===== src/core_params.svh =====
`ifndef CORE_PARAMS_SVH
`define CORE_PARAMS_SVH

// datapath and instruction word width
`define DATA_W      32

// general purpose registers, r0 included
`define REG_COUNT   16

////////////////////////////////////////
// instruction fields
////////////////////////////////////////

// opcode in the top nibble
`define OPC_MSB     31
`define OPC_LSB     28
// register indexes, each one index wide
`define RD_LSB      24
`define RS1_LSB     20
`define RS2_LSB     16
// immediate fills the low half of the word
`define IMM_W       16

`endif


===== src/core_pkg.sv =====
package core_pkg;

    // operation the alu performs in execute
    typedef enum logic [3:0] {
        ALU_ADD,
        ALU_SUB,
        ALU_AND,
        ALU_OR,
        ALU_XOR,
        ALU_SHL,
        ALU_SHR
    } alu_op_e;

    // where the retiring result comes from
    typedef enum logic [1:0] {
        RES_ALU,
        RES_IMM,
        RES_SEL
    } res_sel_e;

    // wishbone slave, ack is the registered state
    typedef enum logic {
        BUS_IDLE,
        BUS_ACK
    } bus_state_e;

endpackage


===== src/isa_pkg.sv =====
`include "core_params.svh"

package isa_pkg;

    // one data or instruction word
    typedef logic [`DATA_W-1:0] word_t;

    // register index, wide enough for REG_COUNT
    typedef logic [$clog2(`REG_COUNT)-1:0] reg_idx_t;

    // bit 1 is N, bit 0 is Z
    typedef logic [1:0] flags_t;

    // opcode field, 12 to 15 left unassigned and decoded as nop
    typedef enum logic [`OPC_MSB-`OPC_LSB:0] {
        NOP  = 0,
        ADD  = 1,
        SUB  = 2,
        AND  = 3,
        OR   = 4,
        XOR  = 5,
        SHL  = 6,   // logical, by rs2[4:0]
        SHR  = 7,   // logical, by rs2[4:0]
        ADDI = 8,   // rs1 + sign extended imm
        LDI  = 9,   // sign extended imm
        CMP  = 10,  // rs1 - rs2, flags only
        SELZ = 11   // z ? rs1 : rs2
    } opcode_e;

endpackage


===== src/cpu_core.sv =====
`timescale 1ns/100ps

module cpu_core (
    input  logic                clk,
    input  logic                rst_n,
    // wishbone classic slave, instruction writes
    input  logic                cyc,
    input  logic                stb,
    input  logic                we,
    input  isa_pkg::word_t      dat_w,
    output logic                ack,
    // retire and flag observation
    output logic                retire_valid,
    output logic                retire_wen,
    output isa_pkg::reg_idx_t   retire_rd,
    output isa_pkg::word_t      retire_data,
    output isa_pkg::flags_t     flags
);

    import isa_pkg::*;
    import core_pkg::*;

    // register file reads
    reg_idx_t rs1_idx;
    reg_idx_t rs2_idx;
    word_t    rs1_data;
    word_t    rs2_data;

    // decode to execute
    logic     de_valid;
    alu_op_e  de_op;
    res_sel_e de_sel;
    logic     de_wen;
    logic     de_set_flags;
    reg_idx_t de_rd;
    word_t    de_a;
    word_t    de_b;
    word_t    de_imm;

    ////////////////////////////////////////
    // pipeline stages
    ////////////////////////////////////////

    decode_stage i_decode (
        .clk(clk),
        .rst_n(rst_n),
        .cyc(cyc),
        .stb(stb),
        .we(we),
        .dat_w(dat_w),
        .ack(ack),
        .rs1_idx(rs1_idx),
        .rs2_idx(rs2_idx),
        .rs1_data(rs1_data),
        .rs2_data(rs2_data),
        .de_valid(de_valid),
        .de_op(de_op),
        .de_sel(de_sel),
        .de_wen(de_wen),
        .de_set_flags(de_set_flags),
        .de_rd(de_rd),
        .de_a(de_a),
        .de_b(de_b),
        .de_imm(de_imm)
    );

    execute_stage i_execute (
        .clk(clk),
        .rst_n(rst_n),
        .de_valid(de_valid),
        .de_op(de_op),
        .de_sel(de_sel),
        .de_wen(de_wen),
        .de_set_flags(de_set_flags),
        .de_rd(de_rd),
        .de_a(de_a),
        .de_b(de_b),
        .de_imm(de_imm),
        .retire_valid(retire_valid),
        .retire_wen(retire_wen),
        .retire_rd(retire_rd),
        .retire_data(retire_data),
        .flags(flags)
    );

    // retire feeds both the array and the bypass
    result_stage i_result (
        .clk(clk),
        .rst_n(rst_n),
        .rs1_idx(rs1_idx),
        .rs2_idx(rs2_idx),
        .retire_valid(retire_valid),
        .retire_wen(retire_wen),
        .retire_rd(retire_rd),
        .retire_data(retire_data),
        .rs1_data(rs1_data),
        .rs2_data(rs2_data)
    );

endmodule


===== src/decode_stage.sv =====
`timescale 1ns/100ps
`include "core_params.svh"

module decode_stage (
    input  logic                clk,
    input  logic                rst_n,
    // wishbone classic slave
    input  logic                cyc,
    input  logic                stb,
    input  logic                we,
    input  isa_pkg::word_t      dat_w,
    output logic                ack,
    // register file read ports
    output isa_pkg::reg_idx_t   rs1_idx,
    output isa_pkg::reg_idx_t   rs2_idx,
    input  isa_pkg::word_t      rs1_data,
    input  isa_pkg::word_t      rs2_data,
    // decoded instruction to execute
    output logic                de_valid,
    output core_pkg::alu_op_e   de_op,
    output core_pkg::res_sel_e  de_sel,
    output logic                de_wen,
    output logic                de_set_flags,
    output isa_pkg::reg_idx_t   de_rd,
    output isa_pkg::word_t      de_a,
    output isa_pkg::word_t      de_b,
    output isa_pkg::word_t      de_imm
);

    import isa_pkg::*;
    import core_pkg::*;

    bus_state_e state;
    logic       accept;
    word_t      ir;
    logic       ir_valid;

    opcode_e    opc;
    word_t      imm_sext;
    alu_op_e    dec_op;
    res_sel_e   dec_sel;
    logic       dec_wen;
    logic       dec_set_flags;
    logic       dec_use_imm;

    ////////////////////////////////////////
    // bus slave
    ////////////////////////////////////////

    // a transfer starts only while ack is low
    assign accept = cyc && stb && (state == BUS_IDLE);
    assign ack    = (state == BUS_ACK);

    always_ff @(posedge clk) begin
        if (!rst_n) begin
            state <= BUS_IDLE;
        end else begin
            case (state)
                BUS_IDLE: begin
                    if (accept) begin
                        state <= BUS_ACK;
                    end
                end
                // one cycle of ack, then back to idle
                default: begin
                    state <= BUS_IDLE;
                end
            endcase
        end
    end

    // read cycles get acked but never enter the pipe
    always_ff @(posedge clk) begin
        if (!rst_n) begin
            ir_valid <= 1'b0;
        end else begin
            ir_valid <= accept && we;
        end
    end

    // instruction register
    always_ff @(posedge clk) begin
        if (accept && we) begin
            ir <= dat_w;
        end
    end

    ////////////////////////////////////////
    // field slicing and decode
    ////////////////////////////////////////

    assign opc      = opcode_e'(ir[`OPC_MSB:`OPC_LSB]);
    assign rs1_idx  = ir[`RS1_LSB +: $bits(reg_idx_t)];
    assign rs2_idx  = ir[`RS2_LSB +: $bits(reg_idx_t)];
    assign imm_sext = {{(`DATA_W-`IMM_W){ir[`IMM_W-1]}}, ir[`IMM_W-1:0]};

    // opcode to alu operation
    always_comb begin
        case (opc)
            SUB, CMP: dec_op = ALU_SUB;
            AND:      dec_op = ALU_AND;
            OR:       dec_op = ALU_OR;
            XOR:      dec_op = ALU_XOR;
            SHL:      dec_op = ALU_SHL;
            SHR:      dec_op = ALU_SHR;
            default:  dec_op = ALU_ADD;
        endcase
    end

    // result source, write enable, flag enable
    always_comb begin
        dec_sel       = RES_ALU;
        dec_wen       = 1'b0;
        dec_set_flags = 1'b0;
        dec_use_imm   = 1'b0;
        case (opc)
            ADD, SUB, AND, OR, XOR, SHL, SHR: begin
                dec_wen       = 1'b1;
                dec_set_flags = 1'b1;
            end
            ADDI: begin
                dec_wen       = 1'b1;
                dec_set_flags = 1'b1;
                dec_use_imm   = 1'b1;
            end
            LDI: begin
                dec_sel = RES_IMM;
                dec_wen = 1'b1;
            end
            // compare only touches flags
            CMP: begin
                dec_set_flags = 1'b1;
            end
            SELZ: begin
                dec_sel = RES_SEL;
                dec_wen = 1'b1;
            end
            // nop and opcodes 12..15
            default: begin
                dec_sel = RES_ALU;
            end
        endcase
    end

    ////////////////////////////////////////
    // decode to execute register
    ////////////////////////////////////////

    always_ff @(posedge clk) begin
        if (!rst_n) begin
            de_valid     <= 1'b0;
            de_wen       <= 1'b0;
            de_set_flags <= 1'b0;
        end else begin
            de_valid     <= ir_valid;
            de_wen       <= dec_wen;
            de_set_flags <= dec_set_flags;
        end
    end

    // operands come through the result stage bypass
    always_ff @(posedge clk) begin
        de_op  <= dec_op;
        de_sel <= dec_sel;
        de_rd  <= ir[`RD_LSB +: $bits(reg_idx_t)];
        de_a   <= rs1_data;
        de_b   <= dec_use_imm ? imm_sext : rs2_data;
        de_imm <= imm_sext;
    end

endmodule


===== src/execute_stage.sv =====
`timescale 1ns/100ps
`include "core_params.svh"

module execute_stage (
    input  logic                clk,
    input  logic                rst_n,
    // from decode
    input  logic                de_valid,
    input  core_pkg::alu_op_e   de_op,
    input  core_pkg::res_sel_e  de_sel,
    input  logic                de_wen,
    input  logic                de_set_flags,
    input  isa_pkg::reg_idx_t   de_rd,
    input  isa_pkg::word_t      de_a,
    input  isa_pkg::word_t      de_b,
    input  isa_pkg::word_t      de_imm,
    // retiring result
    output logic                retire_valid,
    output logic                retire_wen,
    output isa_pkg::reg_idx_t   retire_rd,
    output isa_pkg::word_t      retire_data,
    output isa_pkg::flags_t     flags
);

    import isa_pkg::*;
    import core_pkg::*;

    word_t  alu_res;
    word_t  result;
    flags_t alu_flags;

    ////////////////////////////////////////
    // alu
    ////////////////////////////////////////

    // shifts use only the low bits of b
    always_comb begin
        case (de_op)
            ALU_SUB: alu_res = de_a - de_b;
            ALU_AND: alu_res = de_a & de_b;
            ALU_OR:  alu_res = de_a | de_b;
            ALU_XOR: alu_res = de_a ^ de_b;
            ALU_SHL: alu_res = de_a << de_b[$clog2(`DATA_W)-1:0];
            ALU_SHR: alu_res = de_a >> de_b[$clog2(`DATA_W)-1:0];
            default: alu_res = de_a + de_b;
        endcase
    end

    // n from the sign bit, z on an all zero result
    assign alu_flags = {alu_res[`DATA_W-1], (alu_res == '0)};

    // selz looks at z as left by the previous flag setter
    always_comb begin
        case (de_sel)
            RES_IMM: result = de_imm;
            RES_SEL: result = flags[0] ? de_a : de_b;
            default: result = alu_res;
        endcase
    end

    ////////////////////////////////////////
    // flag register
    ////////////////////////////////////////

    // visible to the very next instruction in execute
    always_ff @(posedge clk) begin
        if (!rst_n) begin
            flags <= '0;
        end else if (de_valid && de_set_flags) begin
            flags <= alu_flags;
        end
    end

    ////////////////////////////////////////
    // execute to result register
    ////////////////////////////////////////

    // every accepted write retires, nop and cmp with wen low
    always_ff @(posedge clk) begin
        if (!rst_n) begin
            retire_valid <= 1'b0;
            retire_wen   <= 1'b0;
        end else begin
            retire_valid <= de_valid;
            retire_wen   <= de_valid && de_wen;
        end
    end

    always_ff @(posedge clk) begin
        retire_rd   <= de_rd;
        retire_data <= result;
    end

endmodule


===== src/result_stage.sv =====
`timescale 1ns/100ps
`include "core_params.svh"

module result_stage (
    input  logic                clk,
    input  logic                rst_n,
    // read ports from decode
    input  isa_pkg::reg_idx_t   rs1_idx,
    input  isa_pkg::reg_idx_t   rs2_idx,
    // retiring result from execute
    input  logic                retire_valid,
    input  logic                retire_wen,
    input  isa_pkg::reg_idx_t   retire_rd,
    input  isa_pkg::word_t      retire_data,
    output isa_pkg::word_t      rs1_data,
    output isa_pkg::word_t      rs2_data
);

    import isa_pkg::*;

    word_t regs [`REG_COUNT];
    logic  commit;

    // only real writes reach the array
    assign commit = retire_valid && retire_wen;

    // written at the edge that closes the retire cycle
    always_ff @(posedge clk) begin
        if (!rst_n) begin
            for (int i = 0; i < `REG_COUNT; i++) begin
                regs[i] <= '0;
            end
        end else if (commit) begin
            regs[retire_rd] <= retire_data;
        end
    end

    ////////////////////////////////////////
    // read ports with bypass
    ////////////////////////////////////////

    // pending write wins over the stored value
    assign rs1_data = (commit && (retire_rd == rs1_idx)) ? retire_data : regs[rs1_idx];
    assign rs2_data = (commit && (retire_rd == rs2_idx)) ? retire_data : regs[rs2_idx];

endmodule


===== config.mk =====
export PLATFORM = sky130hd
export DESIGN_NAME = cpu_core
export DESIGN_NICKNAME = d
export VERILOG_FILES = /design/src/core_pkg.sv /design/src/isa_pkg.sv /design/src/cpu_core.sv /design/src/decode_stage.sv /design/src/execute_stage.sv /design/src/result_stage.sv
export VERILOG_INCLUDE_DIRS = /design/src
export SDC_FILE = /design/constraint.sdc
export NUM_CORES = 2
export LEC_CHECK = 0
export ABC_CLOCK_PERIOD_IN_PS = 7900
export BUFFER_PORTS_ARGS = -buffer_cell sky130_fd_sc_hd__buf_2
export CELL_PAD_IN_SITES_DETAIL_PLACEMENT = 0
export CELL_PAD_IN_SITES_GLOBAL_PLACEMENT = 1
export CORE_MARGIN = 1
export CORE_UTILIZATION = 57
export CTS_BUF_LIST = sky130_fd_sc_hd__clkbuf_16
export CTS_CLUSTER_DIAMETER = 80
export DETAILED_ROUTE_END_ITERATION = 8
export GPL_TIMING_DRIVEN = 1
export PLACE_DENSITY_LB_ADDON = 0.1
export SYNTH_ARGS = -nofsm -noshare
export SYNTH_HDL_FRONTEND = slang
export SYNTH_SLANG_ARGS = --single-unit

===== constraint.sdc =====
create_clock -name clk -period 7.9 [get_ports clk]
set_input_delay 1.58 -clock clk [delete_from_list [all_inputs] [get_ports clk]]
set_output_delay 1.58 -clock clk [all_outputs]
set_load 0.03 [all_outputs]

== Word-level counts from Yosys, hierarchy flattened ==
Memories as Yosys holds them, arrays and structs flattened. A register that Yosys moved wholly into a read port is not among the register bits.
Index checks and enable logic that the tools add are counted.

* Flip-flop bits (word level): 166
* RAM bits: 512
* Bits of input ports: 37
* Output and inout port bits: 41
* Logic and storage cells: 83
* Memories kept: 1

* $add $sub $neg: 2
* Equal/unequal tests: 21
* Shift operators: 2
* Muxes and demuxes: 21
* Bitwise gates (word level): 5
* Reductions and logical operators: 14

{| class="wikitable"
|+ Memory list
! name !! depth !! bits a word !! read ports !! clocked after memory_dff !! wr ports !! line !! source
|-
| i_result.regs || 16 || 32 || 2 || 2 || 16 || result_stage.sv:21 || <nowiki>word_t regs [`REG_COUNT];</nowiki>
|}

{| class="wikitable"
|+ Operators with widths
! cell !! count
|-
| 32-bit one-hot mux with 6 select lines || 1
|-
| 32-bit two-way mux || 5
|-
| 32-bit one-hot mux with 2 select lines || 1
|-
| 32-bit adder || 1
|-
| 32-bit bitwise AND || 1
|-
| 32-bit zero test || 1
|-
| 32-bit OR || 1
|-
| 32-bit OR reduction || 1
|-
| 32-bit by 5-bit left shift with 32-bit output || 1
|-
| 32-bit by 5-bit right shift with 32-bit output || 1
|-
| 32-bit subtractor || 1
|-
| 32-bit bitwise XOR || 1
|-
| 3-bit one-hot mux with 6 select lines || 1
|-
| 4-bit by 3-bit equality test with 1-bit output, second input constant || 4
|-
| 4-bit equality test, second input constant || 4
|-
| 4-bit two-way mux || 3
|-
| 10-bit OR reduction || 1
|-
| 3-bit equality test, second input constant || 3
|-
| 1-bit two-way mux || 9
|-
| 9-bit OR reduction || 1
|-
| 4-bit by 2-bit equality test with 1-bit output, second input constant || 2
|-
| 4-bit equality test || 2
|-
| 1-bit logical AND || 8
|-
| 3-bit by 2-bit equality test with 1-bit output, second input constant || 2
|-
| other kinds (7) || 9
|}

== Depth between registers and ports, before layout ==
* Depth in word-level cells: 6
* Depth in mapped cells: 21
* Mapped depth without buffers: 18

== Hierarchy ==
Synthesis repeated with hierarchy kept, for this count alone.

* Cell total of the unflattened synthesis: 3347
* Area total of the unflattened synthesis: 40956.8 sq um

{| class="wikitable"
|+ Modules (own cells, without submodules)
! module !! instances !! cells an instance !! area an instance (sq um) !! sequential area each (sq um)
|-
| result_stage || 1 || 1776 || 27473.8 || 15374.7
|-
| execute_stage || 1 || 1340 || 9912.0 || 800.8
|-
| decode_stage || 1 || 231 || 3570.9 || 2842.7
|}

== Worst setup path after synthesis ==
OpenSTA, ideal clock, no wires.

* Kind: reg2reg
* From: register i_decode.de_b[1]
* To: register i_execute.flags[0]
* Library setup time: 0.084 ns
* Arrival time: 4.939 ns
* Required time: 7.816 ns
* Slack: 2.877 ns
* Cell stages (with the launch flop): 21
* Path buffers: 3
* Period minus slack after synthesis: 5.023 ns
* Cells stage by stage: dfxtp_1 -> buf_2 -> inv_2 -> buf_1 -> ha_1 -> nand3_1 -> or4_1 -> o21ai_0 -> xnor2_1 -> ha_1 -> clkbuf_1 -> nand4_1 -> nor2_1 -> nor2_1 -> a2111oi_0 -> nor3_1 -> a311oi_1 -> o2111ai_1 -> a211o_1 -> or4_1 -> o31ai_2

* Longest elaborated chain between the ends: 3
* Elaborated cells on any way between the ends: 9
* Classes of those cells: add/sub (2); shift (2); mux (1); bitwise (3); reduce/logical (1)

{| class="wikitable"
|+ Ends and longest elaborated chain
! what !! line !! source
|-
| start: declaration || decode_stage.sv:26 || <nowiki>output isa_pkg::word_t de_b,</nowiki>
|-
| start signal: assignment || decode_stage.sv:167 || <nowiki>de_b <= dec_use_imm ? imm_sext : rs2_data;</nowiki>
|-
| 32-bit adder (tied with other cells) || execute_stage.sv:45 || <nowiki>default: alu_res = de_a + de_b;</nowiki>
|-
| 32-bit one-hot mux with 6 select lines * || execute_stage.sv:38 || <nowiki>case (de_op)</nowiki>
|-
| 32-bit zero test * || execute_stage.sv:50 || <nowiki>assign alu_flags = {alu_res[`DATA_W-1], (alu_res == '0)};</nowiki>
|-
| end signal: assignment || execute_stage.sv:70 || <nowiki>flags <= alu_flags;</nowiki>
|-
| end: declaration || execute_stage.sv:22 || <nowiki>output isa_pkg::flags_t flags</nowiki>
|}

Mark *: on every way between the ends. The rest lies on a longest branch, timed or not.
A chain may end at the register's enable or synchronous reset.

== Worst setup path in the final report ==
Ends and elaborated chain as after synthesis.

==> impl_metrics.tcl <==
set metrics [dict create \
    cts-root-buf "clkbuf_16" \
    post_cts_buffers 0 \
    synth_top_area_share_pct 40.1 \
    drc 0 \
    via_per_inst 7.09 \
    area_delta_synth_final_pct 9.54 \
    floorplan.initialDensity_pct 57.8 \
    period_needed_ns 5.83 \
    drt_iter0_markers 3669 \
    synthCells 3162 \
    synth.area.top_cells "edfxtp_1 40%, mux4_2 20%, and2_1 8.0%" \
    hold_class "flop to flop" \
    ys_ff_latch 686 \
    drt_wl_total_um 143000 \
    synth_top_area_cell "edfxtp_1" \
    crit_path_end_kind "flop" \
    cts.repair.resized 0 \
    finalHoldViolations 0 \
    ys_async_sr_fraction_pct 0 \
    wl_per_cell_um 34.7 \
    synthFlopType "edfxtp_1" \
    fmax_mhz 172 \
    insertion_delay_ns 0.65 \
    dp_slack_ns 2.18 \
    setup_tns_ns 0 \
    placementRows 97 \
    synth-seq-area-share_pct 47.1 \
    max-slew-margin-rel_pct 18.4 \
    cts_tree "built" \
    setup_viol 0 \
    synth_fp_nets 3299 \
    cpPeakStageDelay_ns 0.55 \
    finalNetCount 3250 \
    antenna_found_initial 11 \
    firstDrtPassIters 6 \
    max_cap_violations 0 \
    holdBufCountCts 0 \
    reg2reg_from "i_decode.de_b[1]" \
    grt.total_usage_pct 39.3 \
    io_pins 78 \
    maxSlewViolCount 0 \
    hpwlAfterDp_um 91400 \
    crit_type "flop to flop" \
    die_h_um 269 \
    cts_buffers 76 \
    rsz0062_at_grt "no" \
    hold_ws_ns 0.334 \
    fin_crit_sh_pct 73.8 \
    portBuffers 77 \
    clock-sinks 686 \
    worstPathArrival_ns 6.36 \
    worst_slew_pin_slew_ns 1.22 \
    synth_edf_count 544 \
    clk_pin_slew_ns 0.07 \
    worstSetupStartpointType "flop" \
    critPathSlowestCell "o21ai_0" \
    ys_types 85 \
    crit_chain "inv_2, ha_1, nand3_1, or4_1, nor4_1, nor2_1, xnor2_1, ha_1, a21oi_1, o21ai_0, a31oi_1, nor2_1, nor3_1, a311oi_1, o2111ai_1, a211o_1, or4_1, o31ai_2" \
    synthTopCellsByCount "544 x edfxtp_1, 522 x and2_1, 363 x mux4_2, 220 x clkbuf_1, 156 x nand2_1" \
    place_congestion 1.02 \
    postSynthAreaPerCell_um2 12.9 \
    grt_pass1_wl_um 205000 \
    ir_drop_v 0.000209 \
    core_region_area_mm2 0.0704 \
    grt_max_degree 105 \
    cts_buffer_depth 3 \
    grt_pass1_vias 29500 \
    fin_skew_ns 0.0515 \
    die_area_mm2 0.0725 \
    ys_warn_count 0 \
    power.leakage_nw 16.6 \
    vias 29200 \
    drive_above_1_share_pct 23.4 \
    worstSetupStartpoint "i_decode.de_b[1]" \
    critPathMaxFanout 18 \
    finalWorstSetupSlack_ns 2.07 \
    overflow 0 \
    fp.dieW_um 269 \
    pwr_density_cell_mw_per_mm2 232 \
    hold_start "i_decode.de_rd[2]" \
    syn-cell-area_mm2 0.0407 \
    yosysMostFrequentCell "edfxtp_1" \
    status "completed" \
    drtAntennaViolNets 0 \
    htreeDepth 3 \
    required_ns 8.44 \
]
==> routing by layer <==
layer / part of all wire [%] / GRT usage [%] / vias up / wire [um]
li1: - / - / 12000 / -
met3: 11 / 9.85 / 435 / 15700
met4: 5.5 / 19.2 / 8 / 7890
met1: 36 / 50.5 / 14800 / 51700
met2: 47 / 62.5 / 1890 / 67300
met5: 0.036 / 0 / - / 51
==> state kept, by name, summed over array words and instances (netlist names), 2 cells and up, named ones only <==
signal and cells:
i_decode.ir 32, i_decode.de_a 32, i_execute.flags 2, i_execute.retire_rd 4, i_decode.de_sel 2, i_execute.retire_data 32
i_decode.de_b 32, i_decode.de_imm 16, i_decode.de_op 3, i_decode.de_rd 4, i_result.regs 512
==> metrics by stage <==
step           total power [mW]  area [um2]  utilization, %  std cells
2_1_floorplan              5.86       40700               -       3162
3_3_place_gp               6.72       42100            59.8       3975
3_5_place_dp               6.74       42100            59.8       3975
4_1_cts                    10.3       44600            63.3       4116
5_1_grt                    10.6       44600            63.3       4116
6_report                   10.3       44600            63.4       4117
==> critical path: cells and delay by family (launching register included) <==
kind            cells  cell delay (ns)
compound gates      7             1.99
xor+xnor            1             0.20
fa+ha+maj           2             0.76
buf+inv             1             0.42
flops               1             0.42
simple gates        7             1.92
==> cell families after synthesis <==
group                      Yosys count  synth area share, %
muxes                              502                 24.2
and+or+nand+nor                    961                 13.0
buffers and inverters              360                 3.45
DFF                                686                 47.1
xor gates and xnor gates            51                 1.10
AOI/OAI and AO/OA                  502                 8.08
adders and majority gates          100                 3.09
==> path summary, 6_finish.rpt <==
path | slack [ns] | cells past startpoint | endpoint
worst max-delay path | 2.07 | 18 | i_execute.flags[0]
worst min-delay path | 0.33 | 0 | i_execute.retire_rd[2]
worst max register to register | 2.07 | 18 | i_execute.flags[0]
worst min register to register | 0.33 | 0 | i_execute.retire_rd[2]
==> power breakdown <==
group          switching, mW  total [mW]  internal, mW
logic                   1.35        2.19         0.837
registers              0.493        4.58          4.09
clock network           1.54        3.58          2.04
total                   3.38        10.3          6.97
==> area by class of cell <==
type / count / area, um2
Fill cell: 5276 / 25800
Antenna cell: 1 / 2.50
Inverter: 83 / 312
Sequential cell: 686 / 19200
Timing Repair Buffer: 150 / 971
Clock buffer: 76 / 1900
Tap cell: 940 / 1180
Clock inverter: 65 / 626
Multi-Input combinational cell: 2116 / 20400
==> cell usage in the layout (no fill, tap or decap), drive strengths merged, types with 20 or more instances in the layout <==
cell type / Yosys / layout
clkinv: 2 / 30
and2: 522 / 522
o21ai: 99 / 99
nor2: 126 / 126
a21oi: 150 / 150
inv: 81 / 109
ha: 99 / 99
nor3: 34 / 34
a22oi: 33 / 33
a221oi: 20 / 20
mux2: 62 / 62
nand4: 21 / 21
nand2: 156 / 156
mux4: 375 / 375
edfxtp: 544 / 544
buf: 57 / 150
xnor2: 43 / 43
mux2i: 65 / 65
nand2b: 20 / 20
dfxtp: 142 / 142
clkbuf: 220 / 76
(Power assumes the default switching activity.)
